==> src/dsp_params.svh <==
// DSP core size parameters
`ifndef DSP_PARAMS_SVH
`define DSP_PARAMS_SVH

// Data path
`define DSP_WORD_W      16
`define DSP_ACC_W       36

// Data RAM, 256 words
`define DSP_RAM_AW      8
`define DSP_RAM_DEPTH   (1 << `DSP_RAM_AW)

// Program ROM, 256 words
`define DSP_ROM_AW      8
`define DSP_ROM_DEPTH   (1 << `DSP_ROM_AW)

// Byte address for ROM programming, low byte at even address
`define DSP_PROG_AW     9

// Instruction immediate field
`define DSP_IMM_W       8

`endif

==> src/dsp_pkg.sv <==
// DSP core shared types
`include "dsp_params.svh"

package dsp_pkg;

    typedef logic [`DSP_WORD_W-1:0]  word_t;
    typedef logic [`DSP_ACC_W-1:0]   acc_t;
    typedef logic [`DSP_RAM_AW-1:0]  ram_addr_t;
    typedef logic [`DSP_ROM_AW-1:0]  rom_addr_t;
    typedef logic [`DSP_PROG_AW-1:0] prog_addr_t;
    typedef logic [`DSP_IMM_W-1:0]   imm_t;

    // Instruction bits 15..12
    typedef enum logic [3:0] {
        OP_NOP  = 4'h0,
        OP_LDAI = 4'h1,
        OP_SETX = 4'h2,
        OP_SETR = 4'h3,
        OP_LDA  = 4'h4,
        OP_STA  = 4'h5,
        OP_MAC  = 4'h6,
        OP_OUT  = 4'h7,
        OP_GOTO = 4'h8
    } opcode_e;

    typedef enum logic [1:0] {
        FETCH,
        EXEC,
        MEM_WAIT,
        HALT
    } seq_state_e;

    // Wishbone classic, master to slave
    typedef struct packed {
        logic      cyc;
        logic      stb;
        logic      we;
        ram_addr_t adr;
        word_t     dat;
    } wb_req_t;

    // Wishbone classic, slave to master
    typedef struct packed {
        logic  ack;
        word_t dat;
    } wb_rsp_t;

    // Sequencer to DAU
    typedef struct packed {
        opcode_e op;
        logic    exec;
        imm_t    imm;
        word_t   ram_dat;   // operand for LDA and MAC
    } dau_ctrl_t;

endpackage

==> src/dsp_ram_aau.sv <==
// RAM address unit
`timescale 1ns/10ps

module dsp_ram_aau (
    input  logic               clk,
    input  logic               reset,
    input  logic [1:0]         ptr_sel,
    input  logic               ptr_load,
    input  logic               ptr_inc,
    input  dsp_pkg::imm_t      imm,
    output dsp_pkg::ram_addr_t ptr_addr
);
    import dsp_pkg::*;

    // Pointers r0 to r3
    ram_addr_t r_reg [4];

    always_ff @(posedge clk) begin
        if (reset) begin
            r_reg <= '{default: '0};
        end else if (ptr_load) begin
            r_reg[ptr_sel] <= ram_addr_t'(imm);
        end else if (ptr_inc) begin
            // Wraps at 8 bits
            r_reg[ptr_sel] <= r_reg[ptr_sel] + 1'b1;
        end
    end

    assign ptr_addr = r_reg[ptr_sel];

endmodule

==> config.mk <==
export PLATFORM = sky130hd
export DESIGN_NAME = dsp_ram_aau
export DESIGN_NICKNAME = d
export VERILOG_FILES = /design/src/dsp_pkg.sv /design/src/dsp_ram_aau.sv
export VERILOG_INCLUDE_DIRS = /design/src
export SDC_FILE = /design/constraint.sdc
export NUM_CORES = 1
export LEC_CHECK = 0
export BUFFER_PORTS_ARGS = -buffer_cell sky130_fd_sc_hd__buf_2
export CAP_MARGIN = 10
export CORE_ASPECT_RATIO = 1.75
export CORE_UTILIZATION = 45
export DETAILED_ROUTE_END_ITERATION = 10
export HOLD_SLACK_MARGIN = 0.06
export PLACE_DENSITY_LB_ADDON = 0.15
export SLEW_MARGIN = 0
export SYNTH_ARGS = -nofsm -noshare
export SYNTH_HDL_FRONTEND = slang
export SYNTH_SLANG_ARGS = --single-unit
==> constraint.sdc <==
create_clock -name clk -period 2 [get_ports clk]
set_input_delay 0.2 -clock clk [delete_from_list [all_inputs] [get_ports clk]]
set_output_delay 0.2 -clock clk [all_outputs]
set_load 0.05 [all_outputs]
==> results of run 1 <==
## synthesized netlist by cell type (2+ instances only)
master / number / area share (%)
sky130_fd_sc_hd__a211o_1: 4 / 2.1
sky130_fd_sc_hd__a211oi_1: 4 / 1.8
sky130_fd_sc_hd__a21oi_1: 18 / 5.4
sky130_fd_sc_hd__a221oi_2: 4 / 3.6
sky130_fd_sc_hd__buf_6: 2 / 1.3
sky130_fd_sc_hd__clkbuf_1: 8 / 1.8
sky130_fd_sc_hd__dfxtp_1: 32 / 38
sky130_fd_sc_hd__inv_1: 3 / 0.67
sky130_fd_sc_hd__mux4_2: 8 / 11
sky130_fd_sc_hd__nand2_1: 34 / 7.6
sky130_fd_sc_hd__nand2b_1: 2 / 0.74
sky130_fd_sc_hd__nand3_1: 12 / 3.6
sky130_fd_sc_hd__nor2_1: 12 / 2.7
sky130_fd_sc_hd__nor3_1: 3 / 0.89
sky130_fd_sc_hd__o21ai_0: 9 / 2.7
sky130_fd_sc_hd__o21ai_1: 2 / 0.60
sky130_fd_sc_hd__o21ai_2: 3 / 1.6
sky130_fd_sc_hd__or3_1: 2 / 0.74
sky130_fd_sc_hd__xnor2_1: 2 / 1.0
## worst paths after layout
kind / start / end / slack (ns) / cells past startpoint
min: reset / r_reg[16] / 0.27 / 2
min reg2reg: r_reg[8] / r_reg[8] / 0.46 / 2
max reg2reg: r_reg[6] / r_reg[22] / 0.19 / 4
max: r_reg[6] / r_reg[22] / 0.19 / 4
## kinds of logic (layout without fill, tap and decap cells)
family          Yosys count  count (layout)  share of synthesized area, %
xor+xnor                  2               2                         1.042
simple gates             76              76                         22.69
buf+inv                  15              47                         4.910
compound gates           50              50                         21.21
flops                    32              32                         38.09
mux                       9               9                         11.31
fa+ha+maj                 1               1                        0.7439
## power groups by stage
| stage | sequential, mW | clock, mW | combinational, mW |
|---|---|---|---|
| 3_5_place_dp | 0.697 | 0 | 0.264 |
| 2_1_floorplan | 0.691 | 0 | 0.192 |
| 4_1_cts | 0.682 | 0.687 | 0.265 |
| 6_report | 0.682 | 0.671 | 0.263 |
| 5_1_grt | 0.685 | 0.714 | 0.289 |
| 3_3_place_gp | 0.695 | 0 | 0.259 |
## worst max-delay path: stages (launching register included)
cell and delay [ns]:
sky130_fd_sc_hd__dfxtp_1 0.32, sky130_fd_sc_hd__mux4_2 0.50, sky130_fd_sc_hd__or4_4 0.49, sky130_fd_sc_hd__o221a_4 0.31, sky130_fd_sc_hd__o21ai_2 0.12
## layout make-up
type	count	area [sq um]	area share (%)
flip-flops and latches	32	640.6	31.80
repair buffers	36	217.7	10.81
clock inverters	1	30.03	1.491
clock buffers	7	96.34	4.783
inverters	3	11.26	0.5590
well taps	46	57.56	2.857
multi-input cells	138	960.9	47.70
## per-stage QoR
step	power, mW	util [%]	setup slack (ns)	TNS, ns
finish	1.616	56.08	0.1915	0
global route	1.688	56.08	0.06705	0
CTS	1.634	56.08	0.1852	0
detailed placement	0.9610	52.56	-0.01668	-0.04812
global placement	0.9543	52.56	0.03459	0
floorplan	0.8836	-	0.004853	0
## metal layers
metal  GRT usage (%)  part of all wire [%]  vias up  routed length, um
met5               0                     0        -                  0
met2           39.64                    55       44               2275
met4           11.11                   2.1        0                 86
met1           26.56                    39      708               1634
met3           4.565                   3.8        7                157
li1                -                     -      732                  -
==> summary.md, run 1 <==
* count of maximum capacitance violations: 0
* Vert. Die Dim: 82.87 um
* unrepaired setup endpoints after global routing: false
* first-iteration detailed-routing DRC count: 32
* TritonCTS buffer count: 5
* synthesis-to-finish area growth: 19.79%
* switching power share of the total: 25.54%
* finished layout cell area: 0.002014 sq mm
* part of the cycle the worst path needs: 90.43%
* number of antenna violations at the first check in global routing: 0
* die outline area: 0.003995 sq mm
* leading cell type in the layout, fill and taps excluded: sky130_fd_sc_hd__nand2_1
* Hold-fix buffers, CTS: 0
* share of synthesized flip-flops with an asynchronous set or reset: 0%
* critical setup path kind: reg2reg
* final slew viol count: 0
* H-tree levels: 2
* Core Region: 0.003592 sq mm
* routed via count: 1491
* Worst Path Arrival: 2.02 ns
* type of origin of the critical path: flop
* number of detailed-routing iterations run before antenna repair: 4
* post-route insts no fill: 263
* worst-case hold slack: 0.2726 ns
* clock slew seen by the registers of the worst setup and hold paths: 0.07 ns
* synthesized netlist net count: 200
* number of enable flip-flop cells after synthesis: 0
* count of state elements after synthesis: 32
* number of primary I/O pins: 22
* starting density of the core: 46.81%
* slew at the pin with the worst max-slew slack: 0.5132 ns
* clock latency of the later-clocked register in the worst-skew pair: 0.28 ns
* weighted congestion reported at the end of routability-driven placement: 0.8208
* Most used DFF post-synth: sky130_fd_sc_hd__dfxtp_1
* maximum root-to-sink buffer count: 2
* # fillers: 325
* post-route DRC violation count: 0
* total congestion overflow: 0
* WL per Instance: 15.79 um
* CP Capture Type: flop
* number of antenna-violating nets in the routed design: 0
* routed vias/inst: 5.669
* part of the power in the clock network: 41.5%
* type of the tightest min-delay check: in2reg
* worst-case headroom to the max-slew limit: 65.79%
* Cell Int Power: 1.203 mW
* switching power: 412.7 uW
* Std-Cell Rows: 29
* Fin. Hold Viols: 0
* Final nets: 231
* part of the total power dissipated in sequential elements: 42.2%
* total standard cell area after synthesis: 0.001682 sq mm
* final period demand of the worst path: 1.809 ns
* total power divided by cell area: 802.3 mW/mm^2
* fraction of layout cells with a size suffix above 1: 32.26%
* area after detailed placement: 0.001888 sq mm
* x dimension of the die: 48.21 um
* Routed WL: 4154 um
* Yosys warnings: 0
* HPWL after DPL: 3167 um
* pin count of the biggest net entering global routing: 16
* via count of the first global-routing pass: 1518
* final setup violating endpoints: 0
* post-CTS setup buffer count: 0
* outcome: finished, final reports clean
* leading cell types in the layout, fill and taps excluded: 34 x sky130_fd_sc_hd__nand2_1, 32 x sky130_fd_sc_hd__dfxtp_1, 21 x sky130_fd_sc_hd__buf_2, 18 x sky130_fd_sc_hd__a21oi_1, 15 x sky130_fd_sc_hd__buf_4
* worst ir drop on vdd: 0.0007129 V
* achievable clock frequency: 552.9 MHz
* first-pass GRT wire length: 6810 um
* Post-CTS Resized: 0
* max FFs per register: 32
* Num Clock Sinks: 32
* Inst Count DP: 255
* maximum clock skew at final layout: 0.009521 ns
* power share of the combinational group: 16.3%
* sequential area share after synthesis: 38.10%
* number of port buffers: 21
* average instance area after synthesis: 9.090 sq um
* distinct cell type count after synthesis: 40
* cell count after synthesis: 185
* TritonCTS clock tree: done
* total routing usage reported by global routing: 23.70%
* highest net fanout along the worst path: 4
* final antenna diode count: 0
* Data required, critical path: 2.22 ns
* leakage: 0.7642 nW
* root buffer cell: sky130_fd_sc_hd__clkbuf_8
(Power assumes the default switching activity.)
==> run 2, diff against run 1 <==
Settings changed: HOLD_SLACK_MARGIN 0.06 to unset, RECOVER_POWER set to 50, SLEW_MARGIN 0 to 20.
==> run 2 against run 1 <==
  * Critical path depth grew 2
  * First-iteration DRC count fell by 9.4%
  * Final cell count stayed put
  * Setup slack lost 0.0016 ns
  * Highest routed layer unchanged
  * Non-clock buffer count unchanged
  * Die area is the same
  * Largest cell class unchanged
  * Maximum frequency about the same
  * Power shrank 0.37%
  * Clock skew hardly changed
  * Wire length fell by 0.19%
  * Via count down 0.80%
==> summary.md, run 2 (synthesis gave the netlist of run 1 again) <==
* outcome: finished, final reports clean
* post-CTS setup buffer count: 0
* final antenna diode count: 0
* Final nets: 231
* highest cell delay on the worst timing path: 0.49 ns
* Hold-fix buffers, CTS: 0
* switching power: 409.9 uW
* worst ir drop on vdd: 0.0007126 V
* routed vias/inst: 5.624
* part of the cycle the worst path needs: 90.50%
* worst-case hold slack: 0.2723 ns
* number of detailed-routing iterations run before antenna repair: 4
* final slew viol count: 0
* Std-Cell Rows: 29
* clock latency of the later-clocked register in the worst-skew pair: 0.28 ns
* final setup violating endpoints: 0
* post-route DRC violation count: 0
* number of antenna violations at the first check in global routing: 0
* type of origin of the critical path: flop
* maximum root-to-sink buffer count: 2
* Fin. Hold Viols: 0
* routed via count: 1479
* TritonCTS clock tree: done
* pin count of the biggest net entering global routing: 16
* number of primary I/O pins: 22
* die outline area: 0.003995 sq mm
* part of the power in the clock network: 41.7%
* CP Capture Type: flop
* first-iteration detailed-routing DRC count: 29
* sequence of cells on the critical path: mux4_2 > buf_4 > nand3_1 > nor3_2 > nor3_2 > a221oi_1
* critical setup path kind: reg2reg
* count of maximum capacitance violations: 0
* fraction of layout cells with a size suffix above 1: 29.95%
* slew at the pin with the worst max-slew slack: 0.6035 ns
* switching power share of the total: 25.46%
* Final Worst Setup Slack: 0.1899 ns
* leading cell types in the layout, fill and taps excluded: 34 x sky130_fd_sc_hd__nand2_1, 32 x sky130_fd_sc_hd__dfxtp_1, 18 x sky130_fd_sc_hd__a21oi_1, 14 x sky130_fd_sc_hd__buf_4, 13 x sky130_fd_sc_hd__buf_2
* worst-case headroom to the max-slew limit: 59.94%
* Inst Count DP: 255
* part of the total power dissipated in sequential elements: 42.4%
* Vert. Die Dim: 82.87 um
* total routing usage reported by global routing: 23.70%
* root buffer cell: sky130_fd_sc_hd__clkbuf_8
* final core utilization: 55.45%
* slowest stage cell on the critical path: sky130_fd_sc_hd__mux4_2
* Num Clock Sinks: 32
* Power, Total: 1.610 mW
* number of antenna-violating nets in the routed design: 0
* x dimension of the die: 48.21 um
* Data required, critical path: 2.14 ns
* Routed WL: 4146 um
* Post-CTS Resized: 0
* Worst Path Arrival: 1.95 ns
* largest delay contributor family on the critical path: simple AND/OR/NAND/NOR gates
* power share of the combinational group: 15.9%
* Cell Int Power: 1.200 mW
* via count of the first global-routing pass: 1518
* unrepaired setup endpoints after global routing: false
* number of port buffers: 21
* total power divided by cell area: 808.4 mW/mm^2
* achievable clock frequency: 552.5 MHz
* worst setup timing slack at the placement stage: -0.01668 ns
* WL per Instance: 15.76 um
* leading cell type in the layout, fill and taps excluded: sky130_fd_sc_hd__nand2_1
* TritonCTS buffer count: 5
* first-pass GRT wire length: 6810 um
* Core Region: 0.003592 sq mm
* synthesis-to-finish area growth: 18.45%
* post-route insts no fill: 263
* maximum clock skew at final layout: 0.009442 ns
* total congestion overflow: 0
* starting density of the core: 46.81%
* type of the tightest min-delay check: in2reg
* library cell appearing most often on the critical path: sky130_fd_sc_hd__nor3_2
* max FFs per register: 32
* combined buffer and inverter count along the critical path: 1
* clock slew seen by the registers of the worst setup and hold paths: 0.07 ns
* weighted congestion reported at the end of routability-driven placement: 0.8208
* HPWL after DPL: 3167 um
* final period demand of the worst path: 1.810 ns
* H-tree levels: 2
* leakage: 0.7443 nW
* highest net fanout along the worst path: 7
==> run 2: area by class of cell <==
cell class	instances	area [sq um]
Fill cell	329	1600
Multi-Input combinational cell	138	942.2
Sequential cell	32	640.6
Timing Repair Buffer	36	214.0
Clock buffer	7	96.34
Tap cell	46	57.56
Clock inverter	1	30.03
Inverter	3	11.26
==> run 2: metrics by stage <==
stage | setup TNS, ns | area, sq um
detailed placement | -0.04812 | 1888
CTS | 0 | 2014
global route | 0 | 1992
global placement | 0 | 1888
floorplan | 0 | 1684
finish | 0 | 1992
==> run 2: path summary, 6_finish.rpt <==
check | startpoint | end | slack (ns) | cells past startpoint
min reg2reg | r_reg[8] | r_reg[8] | 0.46 | 2
max reg2reg | r_reg[5] | r_reg[7] | 0.19 | 6
min | reset | r_reg[16] | 0.27 | 2
max | r_reg[5] | r_reg[7] | 0.19 | 6
==> run 2: power groups by stage <==
stage          Sequential [mW]  Clock (mW)  Combinational (mW)
6_report                 0.682       0.671               0.257
3_3_place_gp             0.695           0               0.259
2_1_floorplan            0.691           0               0.192
3_5_place_dp             0.697           0               0.264
5_1_grt                  0.685       0.714               0.283
4_1_cts                  0.682       0.687               0.265
==> run 2: layer usage <==
layer  wire length [um]  part of all wire, %  track usage, %  vias to the layer above
met4                 86                  2.1           11.11                        0
li1                   -                    -               -                      729
met1               1652                   40           26.56                      704
met2               2249                   54           39.64                       39
met5                  0                    0               0                        -
met3                158                  3.8           4.565                        7
==> run 2: worst reg2reg max path, stage by stage (launching register included) <==
cell,delay (ns)
sky130_fd_sc_hd__dfxtp_1,0.32
sky130_fd_sc_hd__mux4_2,0.49
sky130_fd_sc_hd__buf_4,0.18
sky130_fd_sc_hd__nand3_1,0.12
sky130_fd_sc_hd__nor3_2,0.06
sky130_fd_sc_hd__nor3_2,0.34
sky130_fd_sc_hd__a221oi_1,0.16
==> run 3, diff against run 2 <==
Settings changed: ABC_CLOCK_PERIOD_IN_PS set to 2000, CORE_UTILIZATION 45 to 35.
==> run 3 against run 2 <==
  * Clock power down 24%
  * Setup slack got worse by 0.026 ns
  * Via count rose by 2.3%
  * Wire length is 9.6% higher
  * Critical endpoint unchanged
==> summary.md, run 3 (synthesis gave the netlist of run 1 again) <==
* outcome: finished, final reports clean
* maximum clock skew at final layout: 0.007829 ns
* Routed WL: 4544 um
* synthesis-to-finish area growth: 19.72%
* via count of the first global-routing pass: 1574
* TritonCTS buffer count: 5
* leading cell type in the layout, fill and taps excluded: sky130_fd_sc_hd__nand2_1
* Post-CTS Resized: 0
* Core Region: 0.004666 sq mm
* fraction of layout cells with a size suffix above 1: 32.29%
* highest cell delay on the worst timing path: 0.49 ns
* worst hold path endpoint: r_reg[31]
* final core utilization: 43.15%
* leading cell types in the layout, fill and taps excluded: 35 x sky130_fd_sc_hd__nand2_1, 32 x sky130_fd_sc_hd__dfxtp_1, 18 x sky130_fd_sc_hd__a21oi_1, 18 x sky130_fd_sc_hd__buf_4, 14 x sky130_fd_sc_hd__buf_2
* first-iteration detailed-routing DRC count: 29
* post-route insts no fill: 275
* leakage: 0.7633 nW
* Inst Count DP: 267
* number of port buffers: 21
* type of origin of the critical path: flop
* H-tree levels: 2
* number of antenna violations at the first check in global routing: 0
* CP Capture Type: flop
* area after detailed placement: 0.001941 sq mm
* maximum root-to-sink buffer count: 2
* unrepaired setup endpoints after global routing: false
* register area: 640.6 sq um
* total routing usage reported by global routing: 20.65%
* root buffer cell: sky130_fd_sc_hd__clkbuf_8
* combined buffer and inverter count along the critical path: 1
* Hold-fix buffers, CTS: 0
* total power divided by cell area: 725.7 mW/mm^2
* hold path start: reset
* post-CTS setup buffer count: 0
* Vert. Die Dim: 93.70 um
* number of primary I/O pins: 22
* number of detailed-routing iterations run before antenna repair: 4
* slowest stage cell on the critical path: sky130_fd_sc_hd__mux4_2
* number of antenna-violating nets in the routed design: 0
* type of the tightest min-delay check: in2reg
* Num Clock Sinks: 32
* final period demand of the worst path: 1.836 ns
* finished layout cell area: 0.002013 sq mm
* achievable clock frequency: 544.5 MHz
* worst ir drop on vdd: 0.0005228 V
* post-route DRC violation count: 0
* starting density of the core: 36.04%
* routed vias/inst: 5.502
* max FFs per register: 32
* Fin. Hold Viols: 0
* routed via count: 1513
* x dimension of the die: 54.40 um
* area of the multi-input gates: 945.9 sq um
* Hold Path Cell Cnt: 2
* critical setup path kind: reg2reg
* final slew viol count: 0
* Worst Path Arrival: 1.98 ns
* Final nets: 237
* Std-Cell Rows: 33
* WL per Instance: 16.52 um
* first-pass GRT wire length: 7424 um
* Stages on worst setup path: 6
* count of maximum capacitance violations: 0
* Reg-to-Reg End: r_reg[7]
* worst-case headroom to the max-slew limit: 60.47%
* # fillers: 479
* clock slew seen by the registers of the worst setup and hold paths: 0.06 ns
* sequence of cells on the critical path: mux4_2 > clkbuf_2 > nand3_1 > nor3_2 > nor3_2 > a221oi_1
* die outline area: 0.005097 sq mm
* weighted congestion reported at the end of routability-driven placement: 0.7644
* part of the cycle the worst path needs: 91.82%
* library cell appearing most often on the critical path: sky130_fd_sc_hd__nor3_2
* final setup violating endpoints: 0
* clock latency of the later-clocked register in the worst-skew pair: 0.29 ns
* pin count of the biggest net entering global routing: 20
* largest delay contributor family on the critical path: simple AND/OR/NAND/NOR gates
* final antenna diode count: 0
* Data required, critical path: 2.15 ns
* total congestion overflow: 0
* startpoint of the worst-slack reg-to-reg timing path: r_reg[5]
* worst-case hold slack: 0.2263 ns
* highest net fanout along the worst path: 7
* HPWL after DPL: 3494 um
* TritonCTS clock tree: done
* R2R depth: 6
* flop-to-flop setup slack: 0.16 ns
* slew at the pin with the worst max-slew slack: 0.5955 ns
==> run 3: changes by cell type in the layout (fill, tap and decap cells not counted), sizes merged <==
cell | before | now
buf | 27 | 32
clkinv | 0 | 2
bufinv | 1 | 0
==> run 3: per-layer routing <==
layer | vias up | track usage, % | share of wire, % | routed length (um)
met5 | - | 0 | 0 | 0
met4 | 0 | 7.051 | 1.4 | 65
met3 | 5 | 3.883 | 3.7 | 168
met2 | 37 | 37.60 | 56 | 2552
met1 | 728 | 22.35 | 39 | 1757
li1 | 743 | - | - | -
==> run 3: report_power, final <==
group / internal (mW) / switching [mW] / total [mW]
logic: 0.0992 / 0.170 / 0.269
registers: 0.668 / 0.0148 / 0.682
clock network: 0.274 / 0.235 / 0.509
==> run 3: layout make-up <==
class | instances | area share, %
Multi-Input combinational cell | 138 | 46.99
Clock inverter | 2 | 0.4972
Tap cell | 52 | 3.232
Inverter | 3 | 0.5594
Timing Repair Buffer | 42 | 12.80
Clock buffer | 6 | 4.102
Sequential cell | 32 | 31.82
==> run 3: metrics by stage <==
step                setup TNS [ns]  setup WS, ns  power (mW)
CTS                              0        0.1559       1.479
floorplan                        0      0.004853      0.8836
global route                     0       0.07648       1.529
global placement           -0.1735      -0.05300      0.9651
finish                           0        0.1636       1.461
detailed placement         -0.4071      -0.09480      0.9720
==> run 3: how the worst max path moves through the flow <==
stage                    start         to  slack [ns]
floorplan           ptr_sel[0]  r_reg[26]       0.005
global placement    ptr_sel[0]  r_reg[13]       -0.05
detailed placement  ptr_sel[0]  r_reg[21]       -0.09
CTS                   r_reg[1]  r_reg[21]        0.16
global route         r_reg[13]   r_reg[7]        0.08
finish                r_reg[5]   r_reg[7]        0.16
