<file path="config.mk">
export PLATFORM = sky130hd
export DESIGN_NAME = dsp_dau
export DESIGN_NICKNAME = d
export VERILOG_FILES = /design/src/dsp_pkg.sv /design/src/dsp_dau.sv
export VERILOG_INCLUDE_DIRS = /design/src
export SDC_FILE = /design/constraint.sdc
export NUM_CORES = 1
export LEC_CHECK = 0
export CAP_MARGIN = 15
export CORE_ASPECT_RATIO = 0.9
export CORE_UTILIZATION = 30
export DETAILED_ROUTE_END_ITERATION = 8
export DONT_BUFFER_PORTS = 1
export SYNTH_ARGS = -nofsm -noshare
export SYNTH_HDL_FRONTEND = slang
export SYNTH_SLANG_ARGS = --single-unit
export TNS_END_PERCENT = 5
</file>
<file path="constraint.sdc">
create_clock -name clk -period 6.1 [get_ports clk]
set_input_delay 0.61 -clock clk [delete_from_list [all_inputs] [get_ports clk]]
set_output_delay 0.61 -clock clk [all_outputs]
set_load 0.01 [all_outputs]
</file>
<file path="src/dsp_params.svh">
// DSP core size parameters
`ifndef DSP_PARAMS_SVH
`define DSP_PARAMS_SVH

// Data path
`define DSP_WORD_W      16
`define DSP_ACC_W       36

// Data RAM, 256 words
`define DSP_RAM_AW      8
`define DSP_RAM_DEPTH   (1 << `DSP_RAM_AW)

// Program ROM, 256 words
`define DSP_ROM_AW      8
`define DSP_ROM_DEPTH   (1 << `DSP_ROM_AW)

// Byte address for ROM programming, low byte at even address
`define DSP_PROG_AW     9

// Instruction immediate field
`define DSP_IMM_W       8

`endif

</file>
<file path="src/dsp_pkg.sv">
// DSP core shared types
`include "dsp_params.svh"

package dsp_pkg;

    typedef logic [`DSP_WORD_W-1:0]  word_t;
    typedef logic [`DSP_ACC_W-1:0]   acc_t;
    typedef logic [`DSP_RAM_AW-1:0]  ram_addr_t;
    typedef logic [`DSP_ROM_AW-1:0]  rom_addr_t;
    typedef logic [`DSP_PROG_AW-1:0] prog_addr_t;
    typedef logic [`DSP_IMM_W-1:0]   imm_t;

    // Instruction bits 15..12
    typedef enum logic [3:0] {
        OP_NOP  = 4'h0,
        OP_LDAI = 4'h1,
        OP_SETX = 4'h2,
        OP_SETR = 4'h3,
        OP_LDA  = 4'h4,
        OP_STA  = 4'h5,
        OP_MAC  = 4'h6,
        OP_OUT  = 4'h7,
        OP_GOTO = 4'h8
    } opcode_e;

    typedef enum logic [1:0] {
        FETCH,
        EXEC,
        MEM_WAIT,
        HALT
    } seq_state_e;

    // Wishbone classic, master to slave
    typedef struct packed {
        logic      cyc;
        logic      stb;
        logic      we;
        ram_addr_t adr;
        word_t     dat;
    } wb_req_t;

    // Wishbone classic, slave to master
    typedef struct packed {
        logic  ack;
        word_t dat;
    } wb_rsp_t;

    // Sequencer to DAU
    typedef struct packed {
        opcode_e op;
        logic    exec;
        imm_t    imm;
        word_t   ram_dat;   // operand for LDA and MAC
    } dau_ctrl_t;

endpackage

</file>
<file path="src/dsp_dau.sv">
// Data arithmetic unit
`timescale 1ns/10ps
`include "dsp_params.svh"

module dsp_dau (
    input  logic               clk,
    input  logic               reset,
    input  dsp_pkg::dau_ctrl_t dau_ctrl,
    output dsp_pkg::word_t     a0_low,
    output dsp_pkg::word_t     pbus_out,
    output logic               pods_n
);
    import dsp_pkg::*;

    word_t x;
    acc_t  a0;
    word_t imm_word;
    acc_t  imm_acc;
    acc_t  ram_acc;
    acc_t  prod_acc;
    logic signed [2*`DSP_WORD_W-1:0] prod;

    // Sign extension of the operands
    assign imm_word = {{(`DSP_WORD_W-`DSP_IMM_W){dau_ctrl.imm[`DSP_IMM_W-1]}}, dau_ctrl.imm};
    assign imm_acc  = {{(`DSP_ACC_W-`DSP_IMM_W){dau_ctrl.imm[`DSP_IMM_W-1]}}, dau_ctrl.imm};
    assign ram_acc  = {{(`DSP_ACC_W-`DSP_WORD_W){dau_ctrl.ram_dat[`DSP_WORD_W-1]}},
                       dau_ctrl.ram_dat};

    // Signed 16x16 product
    assign prod     = $signed(x) * $signed(dau_ctrl.ram_dat);
    assign prod_acc = {{(`DSP_ACC_W-2*`DSP_WORD_W){prod[2*`DSP_WORD_W-1]}}, prod};

    assign a0_low = a0[`DSP_WORD_W-1:0];

    always_ff @(posedge clk) begin
        if (reset) begin
            x        <= '0;
            a0       <= '0;
            pbus_out <= '0;
            pods_n   <= 1'b1;
        end else begin
            pods_n <= 1'b1;
            if (dau_ctrl.exec) begin
                case (dau_ctrl.op)
                    OP_LDAI: a0 <= imm_acc;
                    OP_SETX: x  <= imm_word;
                    OP_LDA:  a0 <= ram_acc;
                    OP_MAC:  a0 <= a0 + prod_acc;
                    OP_OUT: begin
                        pbus_out <= a0_low;
                        pods_n   <= 1'b0;
                    end
                    default: ;
                endcase
            end
        end
    end

endmodule

</file>
==> impl_metrics.yaml, run 1 <==
outcome:
  status: "finished clean"
finish:
  fillers: 1938
  drive_above_1_share: 0.0892
  finalNetCount: 814
  diodes: 0
  instances_no_fill: 913
  final_core_util: 0.341
  area.growth.synth_to_final_pct: 10.6
floorplanning:
  fp.dieArea_sq_mm: 0.0187
  core_area_sq_mm: 0.0177
  initial_utilization: 0.308
  rows: 46
  die_h_microns: 130
  die_x_microns: 144
  ioPinCount: 64
setup_path:
  crit_required_ns: 6.25
  crit_buf_inv: 5
  crit_type: "flop to flop"
  critPathArrivalTime_ns: 5.95
  path_delay_family: "adder cells"
  crit_fanout: 7
  startpoint_type: "flop"
  max_stage_delay_ns: 0.54
  crit_path_end_kind: "flop"
  cp_slowest_cell: "fa_1"
route:
  drc: 0
  ant_nets: 0
  drt_pass1_iterations: 4
  wl_per_cell_microns: 16.7
  finalWirelength_microns: 15200
  vias_per_cell: 4.88
  vias: 4460
  drt-initial-drc-count: 196
logic_synthesis:
  synth_top_area_cell: "fa_1"
  synth_edf_count: 0
  yosys_warnings: 0
  syn_inst: 668
  synthArstFlopShare: 0
  ys_seq_area_frac: 0.150
  syn-num-nets: 810
  ys_seq_elements: 41
  synth_area_leaders: "fa_1, dfxtp_1, ha_1"
  synth.distinct_cells: 58
  synthFlopType: "dfxtp_1"
  avgSynthCellArea_sq_um: 8.18
  synth_top_area_frac: 0.227
  syn_area_sq_mm: 0.00546
cts:
  numCtsBuffers: 5
  root_buffer: "clkbuf_16"
  cts_sinks: 41
  clk_path_buf_depth: 2
  clkLatencyLatePin_ns: 0.29
  cts_max_level: 2
  cts_tree: "yes"
  clk_pin_slew_ns: 0.06
place:
  gp_congestion: 0.907
  io_buffers: 0
  dp.cells: 902
  hpwl_microns: 12200
  pre_cts_slack_ns: -0.0767
global_route:
  grt_pass1_wl_microns: 24600
  antenna_found_initial: 0
  grt_overflow: 0
  grt_max_degree: 43
  grt_pass1_vias: 4491
  grt_usage: 0.173
sta:
  finalWorstSetupSlack_ns: 0.303
  post-route-period-util: 0.950
  finalSetupViolCount: 0
  finalMaxSlewViolations: 0
  worstMarginPinSlew_ns: 0.916
  hold_violations: 0
  fin_skew_ns: 0.00654
  slew_headroom: 0.387
  finalCriticalPeriod_ns: 5.80
  fmax_ghz: 0.172
worst_hold_path:
  min_path_type: "input port to flop"
pwr:
  powerDensity_mw_per_mm2: 109
  ir_drop_v: 0.000149
  p_leak_nw: 2.67
job:
  maxCapViolCount: 0
-- sequential cells by signal, summed over array words and instances (netlist names) --
name	cells
a0	16
pbus_out	16
pods_n	1
x	8
-- layout make-up --
cell class,instances,area (sq um),area share
clock buffers,6,129,0.0213
clock inverters,2,15.0,0.00249
inverters,96,360,0.0597
multi-input cells,508,4250,0.703
flip-flops and latches,41,837,0.139
well taps,240,300,0.0497
repair buffers,20,150,0.0249
-- power by group --
part / total, mW / switching (mW) / internal (mW)
Sequential: 0.287 / 0.0145 / 0.272
Clock: 0.261 / 0.109 / 0.152
Combinational: 0.111 / 0.0634 / 0.0477
Total: 0.659 / 0.187 / 0.472
-- synthesized netlist by cell type (2+ instances only) --
cell type,count
nor3_1,10
a21o_1,9
a211oi_1,7
nand4_1,4
and3_1,3
a31oi_1,5
nand2b_1,6
xor2_1,7
o21bai_1,4
o21ai_0,7
o21a_1,6
nand3_1,11
mux2i_1,11
fa_1,62
inv_1,95
ha_1,49
nor2b_1,5
a21oi_1,40
and2_2,5
or3_1,4
clkbuf_1,19
a211o_1,3
nand2_1,89
nand3b_1,2
nor2_1,45
and2_1,54
nor4_1,3
o211ai_1,3
or4_1,2
or2b_1,3
dfxtp_1,41
o21ai_1,5
xnor2_1,22
buf_2,3
-- metal layers --
layer | up-vias | part of all wire | track usage
met5 | - | 0 | 0
met4 | 0 | 0.0039 | 0.0204
met3 | 6 | 0.081 | 0.0382
met2 | 123 | 0.45 | 0.279
met1 | 2166 | 0.47 | 0.241
li1 | 2165 | - | -
-- per-stage QoR --
stage	instance area [sq um]	power, mW	hold slack [ns]	setup TNS, ns
2_1_floorplan	5470	0.373	0.481	0
3_3_place_gp	5800	0.399	0.485	0
3_5_place_dp	5800	0.399	0.489	-0.0767
4_1_cts	5950	0.660	0.383	0
5_1_grt	6040	0.687	0.379	-0.0139
6_report	6040	0.659	0.387	0
-- cells in the final DEF (no fill, tap or decap), types with 6 or more instances in the layout --
cell	n
nand2_1	89
buf_4	20
mux2i_1	11
nor2_1	45
a21o_1	9
dfxtp_1	34
inv_1	95
nand2b_1	6
a211oi_1	7
nand3_1	10
ha_1	47
nor3_1	9
o21ai_0	6
xnor2_1	22
a21oi_1	36
xor2_1	7
o21a_1	6
and2_1	54
fa_1	62
-- path summary, 6_finish.rpt --
path	endpoint	cells past startpoint	startpoint	slack, ns
worst max-delay path	a0[15]	25	x[4]	0.30
worst max register to register	a0[15]	25	x[4]	0.30
worst min-delay path	pbus_out[10]	1	reset	0.39
worst min register to register	pbus_out[2]	2	pbus_out[2]	0.50
-- kinds of logic (layout without fill, tap and decap cells) --
group / count (synthesis) / count (layout) / share of synthesized area
AO/OA/AOI/OAI: 105 / 105 / 0.131
multiplexers: 11 / 11 / 0.0202
flip-flops: 41 / 41 / 0.150
buffers and inverters: 119 / 124 / 0.0825
XOR/XNOR: 30 / 30 / 0.0495
AND/OR/NAND/NOR: 251 / 251 / 0.227
adder cells (fa/ha/maj): 111 / 111 / 0.340
-- timing repair --
| action | in CTS | in global routing |
|---|---|---|
| hold buffers | 0 | 0 |
| setup endpoints to repair | 0 | 1 |
| buffers inserted | 0 | 3 |
| gates resized for setup | 0 | 20 |
| hold endpoints to repair | 0 | 0 |
(Power assumes the default switching activity.)
==> inputs of run 2 (changes only) <==
--- a/config.mk
+++ b/config.mk
@@ -7,10 +7,13 @@
 export NUM_CORES = 1
 export LEC_CHECK = 0
 export CAP_MARGIN = 15
+export CELL_PAD_IN_SITES_DETAIL_PLACEMENT = 1
+export CELL_PAD_IN_SITES_GLOBAL_PLACEMENT = 1
 export CORE_ASPECT_RATIO = 0.9
 export CORE_UTILIZATION = 30
 export DETAILED_ROUTE_END_ITERATION = 8
 export DONT_BUFFER_PORTS = 1
+export PLACE_DENSITY_LB_ADDON = 0.1
 export SYNTH_ARGS = -nofsm -noshare
 export SYNTH_HDL_FRONTEND = slang
 export SYNTH_SLANG_ARGS = --single-unit
==> run 2 against run 1 <==
Clock power up 22%. Cell count up 0.44%. Highest routed layer unchanged. Register-to-register slack worse by 0.07 ns. Die area unchanged.
==> impl_metrics.yaml, run 2 (synthesis results as in run 1) <==
finish:
  diodes: 0
  area.growth.synth_to_final_pct: 11.6
  regArea_sq_um: 828
  finalNetCount: 818
  mostFrequentLayoutCells: "inv_1, nand2_1, fa_1"
  multi_input_area_sq_mm: 0.00425
  largestRegisters: "a0 x16, pbus_out x16, x x8"
  fillers: 2183
  design_area_sq_mm: 0.00610
  drive_above_1_share: 0.0945
  layout_commonest_cell: "inv_1"
sta:
  finalMaxSlewViolations: 0
  post-route-period-util: 0.962
  hold_violations: 0
  fin_skew_ns: 0.00379
  finalSetupViolCount: 0
  slew_headroom: 0.306
  worstMarginPinSlew_ns: 1.04
  whs_ns: 0.384
  finalCriticalPeriod_ns: 5.87
  fmax_ghz: 0.170
cts:
  root_buffer: "clkbuf_16"
  cts_hold_buf: 0
  clk_pin_slew_ns: 0.06
  cts_sinks: 41
  cts_tree: "yes"
  clkLatencyLatePin_ns: 0.29
  cts_max_level: 2
  clk_path_buf_depth: 2
  numCtsBuffers: 5
setup_path:
  rr_startpoint: "x[7]"
  startpoint_type: "flop"
  reg2regPathDepth: 23
  crit_top_cell: "fa_1"
  path_delay_family: "adder cells"
  crit_fanout: 4
  crit_path_cell_trace: "buf_4, clkinvlp_4, fa_1, fa_1, inv_1, fa_1, inv_1, fa_1, inv_1, ha_1, buf_4, o21ai_1, o21ai_1, a31oi_1, xnor2_1, ha_1, a21o_1, a21oi_2, o21ai_2, or3_1, nand3_1, nor2_1, or4b_1"
  r2r-end: "a0[15]"
  crit_required_ns: 6.26
  crit_type: "flop to flop"
  critPathArrivalTime_ns: 6.03
  max_stage_delay_ns: 0.53
  crit_path_end_kind: "flop"
  crit_buf_inv: 6
  cp_slowest_cell: "fa_1"
  rrSetupSlack_ns: 0.23
floorplanning:
  ioPinCount: 64
  fp.dieArea_sq_mm: 0.0187
  die_x_microns: 144
  core_area_sq_mm: 0.0177
  initial_utilization: 0.308
  die_h_microns: 130
  rows: 46
place:
  gp_congestion: 0.792
  io_buffers: 0
  hpwl_microns: 14900
  placed_cell_area_sq_mm: 0.00583
global_route:
  grt_pass1_vias: 4950
  grt_max_degree: 43
  grt_usage: 0.200
  antenna_found_initial: 0
  grt_pass1_wl_microns: 27900
  grt_overflow: 0
route:
  finalWirelength_microns: 17800
  wl_per_cell_microns: 19.4
  drt-initial-drc-count: 209
  ant_nets: 0
  vias: 4536
  drc: 0
  vias_per_cell: 4.95
  drt_pass1_iterations: 4
pwr:
  p_comb_frac: 0.161
  seqPwrFrac: 0.396
  ir_drop_v: 0.0000743
  switchingPower_mw: 0.195
  power.internal_mw: 0.527
  pwr-share-clk: 0.443
  switching_share: 0.270
  p_leak_nw: 2.71
  powerDensity_mw_per_mm2: 118
  power_mw: 0.722
worst_hold_path:
  worst_hold_path.num_cells: 1
  worstHoldEndpoint: "pbus_out[13]"
  min_path_type: "input port to flop"
  worst_hold_startpoint: "reset"
outcome:
  status: "finished clean"
job:
  maxCapViolCount: 0
==> run 2: changes by cell type in the layout (fill, tap and decap cells not counted), sizes merged <==
cell	change
buf	+4
bufinv	+1
inv	-1
==> run 2: per-layer routing <==
| metal | global-route usage | wire length, microns |
|---|---|---|
| met1 | 0.265 | 8240 |
| met2 | 0.340 | 8520 |
| met3 | 0.0484 | 938 |
| met4 | 0.0241 | 124 |
| met5 | 0 | 0 |
==> run 2: timing repair <==
item / CTS / global route
endpoints found under the setup margin: 1 / 1
setup buffers: 0 / 3
resized for setup: 4 / 14
pin swaps: 0 / 9
==> run 2: layout make-up <==
class / instances / share of cell area
clock buffers: 6 / 0.0228
repair buffers: 24 / 0.0296
inverters: 96 / 0.0597
multi-input cells: 508 / 0.697
flip-flops and latches: 41 / 0.136
clock inverters: 2 / 0.00616
well taps: 240 / 0.0493
==> run 2: power by group through the flow <==
stage	Clock, mW	Sequential (mW)	Combinational (mW)
final	0.319	0.286	0.116
after global routing	0.333	0.287	0.132
after CTS	0.323	0.287	0.114
after detailed placement	0	0.293	0.113
after global placement	0	0.293	0.110
after floorplan	0	0.286	0.0865
==> run 2: worst reg2reg max path, stage by stage, from the launching register on <==
cell and delay, ns:
dfxtp_2 0.36, buf_4 0.15, clkinvlp_4 0.16, fa_1 0.53, fa_1 0.54, inv_1 0.06
fa_1 0.47, inv_1 0.05, fa_1 0.53, inv_1 0.04, ha_1 0.31, buf_4 0.15
o21ai_1 0.10, o21ai_1 0.11, a31oi_1 0.23, xnor2_1 0.12, ha_1 0.34, a21o_1 0.20
a21oi_2 0.17, o21ai_2 0.09, or3_1 0.40, nand3_1 0.10, nor2_1 0.05, or4b_1 0.50
==> run 2: per-stage QoR <==
stage / util / TNS, ns / cells / setup WS, ns
after floorplan: - / 0 / 668 / 0.0125
after global placement: 0.329 / -0.0576 / 906 / -0.0576
after detailed placement: 0.329 / -0.180 / 906 / -0.180
after CTS: 0.339 / 0 / 914 / 0.0325
after global routing: 0.344 / -0.0202 / 917 / -0.0202
final: 0.344 / 0 / 917 / 0.233
==> run 2: how the worst max path moves through the flow <==
stage	start	to	slack, ns	depth (start not counted)
6_report	x[7]	a0[15]	0.23	23
5_1_grt	x[7]	a0[15]	-0.02	23
4_1_cts	x[7]	a0[15]	0.03	22
3_5_place_dp	dau_ctrl[0]	a0[15]	-0.18	22
3_3_place_gp	dau_ctrl[0]	a0[15]	-0.06	22
2_1_floorplan	dau_ctrl[4]	a0[15]	0.01	24
==> inputs of run 3 (changes only) <==
--- a/config.mk
+++ b/config.mk
@@ -9,7 +9,6 @@
 export CAP_MARGIN = 15
 export CELL_PAD_IN_SITES_DETAIL_PLACEMENT = 1
 export CELL_PAD_IN_SITES_GLOBAL_PLACEMENT = 1
-export CORE_ASPECT_RATIO = 0.9
 export CORE_UTILIZATION = 30
 export DETAILED_ROUTE_END_ITERATION = 8
 export DONT_BUFFER_PORTS = 1
==> run 3 against run 2 <==
Design area up 0.94%. Worst setup slack better by 0.022 ns. Core utilization up 0.70 points. Clock skew up 0.00086 ns. Power down 8.8%. Flip-flop and latch count unchanged. Worst hold slack better by 0.0087 ns. Cell count down 1.6%.
==> impl_metrics.yaml, run 3 (synthesis results as in run 1) <==
setup_path:
  max_stage_delay_ns: 0.55
  crit_buf_inv: 4
  path_delay_family: "adder cells"
  reg2regPathDepth: 23
  r2r-end: "a0[15]"
  crit_type: "flop to flop"
  rr_startpoint: "x[7]"
  cp_slowest_cell: "fa_1"
  crit_path_end_kind: "flop"
  crit_top_cell: "fa_1"
  crit_fanout: 3
  rrSetupSlack_ns: 0.26
  critPathArrivalTime_ns: 6.01
  crit_required_ns: 6.26
  crit_path_cell_trace: "or2b_1, fa_1, fa_1, inv_1, fa_1, inv_1, fa_1, inv_1, ha_4, a21oi_2, o21bai_1, a21oi_2, o21bai_1, buf_4, xor2_2, ha_1, and3_4, nand3_2, a2111oi_4, nor3_2, and3_1, o21ai_1, or4b_4"
  startpoint_type: "flop"
sta:
  hold_violations: 0
  slew_headroom: 0.529
  fmax_ghz: 0.171
  finalCriticalPeriod_ns: 5.84
  finalSetupViolCount: 0
  whs_ns: 0.393
  fin_skew_ns: 0.00465
  rsz0062_at_grt: "false"
  worstMarginPinSlew_ns: 0.705
  fin_tns_setup_ns: 0
  finalMaxSlewViolations: 0
  post-route-period-util: 0.958
floorplanning:
  initial_utilization: 0.311
  core_area_sq_mm: 0.0175
  ioPinCount: 64
  fp.dieArea_sq_mm: 0.0187
  die_h_microns: 137
  rows: 48
  die_x_microns: 137
finish:
  finalNetCount: 820
  area.growth.synth_to_final_pct: 12.7
  diodes: 0
  mostFrequentLayoutCells: "inv_1, nand2_1, fa_1"
  fillers: 2109
  layout_commonest_cell: "inv_1"
  design_area_sq_mm: 0.00615
  drive_above_1_share: 0.115
  final_core_util: 0.351
  largestRegisters: "a0 x16, pbus_out x16, x x8"
global_route:
  grt_pass1_vias: 4941
  grt_pass1_wl_microns: 28300
  grt_usage: 0.203
  grt_overflow: 0
  antenna_found_initial: 1
  grt_max_degree: 43
pwr:
  powerDensity_mw_per_mm2: 107
  p_leak_nw: 2.70
  power_mw: 0.658
  ir_drop_v: 0.000155
cts:
  cts_hold_buf: 0
  root_buffer: "clkbuf_16"
  cts_sinks: 41
  clkLatencyLatePin_ns: 0.29
  numCtsBuffers: 5
  clk_path_buf_depth: 2
  cts_tree: "yes"
  cts_max_level: 2
  clk_pin_slew_ns: 0.06
route:
  drc: 0
  drt_pass1_iterations: 4
  ant_nets: 0
  vias: 4543
  drt-initial-drc-count: 129
  vias_per_cell: 5.04
  finalWirelength_microns: 18000
  wl_per_cell_microns: 20.0
job:
  maxCapViolCount: 0
outcome:
  status: "finished clean"
place:
  placed_cell_area_sq_mm: 0.00582
  gp_congestion: 0.845
  hpwl_microns: 14700
  io_buffers: 0
worst_hold_path:
  min_path_type: "input port to flop"
  worst_hold_startpoint: "reset"
  worst_hold_path.num_cells: 1
  worstHoldEndpoint: "pbus_out[11]"
## run 3: layout make-up
| type | instances | area, sq um | share of cell area |
|---|---|---|---|
| clock buffer | 5 | 125 | 0.0203 |
| clock inverter | 1 | 5.00 | 0.000813 |
| inverter | 96 | 364 | 0.0592 |
| multi-input combinational | 508 | 4340 | 0.705 |
| sequential | 41 | 840 | 0.136 |
| tap | 225 | 282 | 0.0458 |
| timing repair buffer | 26 | 203 | 0.0329 |
## run 3: through the flow
step	setup WS (ns)	instances
global placement	-0.0541	892
floorplan	0.0125	668
global route	0.00108	902
detailed placement	-0.242	892
finish	0.255	902
CTS	0.0142	898
## run 3: how the worst max path moves through the flow
stage	from	endpoint	slack (ns)	cells after the start
CTS	x[7]	a0[15]	0.01	21
detailed placement	dau_ctrl[0]	a0[15]	-0.24	22
global route	x[7]	a0[15]	0.001	24
floorplan	dau_ctrl[4]	a0[15]	0.01	24
global placement	dau_ctrl[0]	a0[15]	-0.05	22
finish	x[7]	a0[15]	0.26	23
## run 3: power by group
group          internal [mW]  switching, mW  leakage, nW  total [mW]
clock                  0.146          0.105       0.0655       0.251
sequential             0.272         0.0142        0.336       0.286
combinational         0.0533         0.0677         2.30       0.121
## run 3: what timing repair did
| item | 4_1_cts | 5_1_grt |
|---|---|---|
| gates resized for setup | 6 | 33 |
| pin swaps | 1 | 14 |
| buffers inserted | 0 | 4 |
| setup endpoints to repair | 1 | 1 |
## run 3: routing by layer
metal,vias up,global-route usage,part of all wire,wire [microns]
met5,-,0,0,0
met4,0,0.0440,0.016,280
met3,17,0.0315,0.042,755
met2,74,0.339,0.47,8520
met1,2273,0.276,0.47,8460
li1,2179,-,-,-
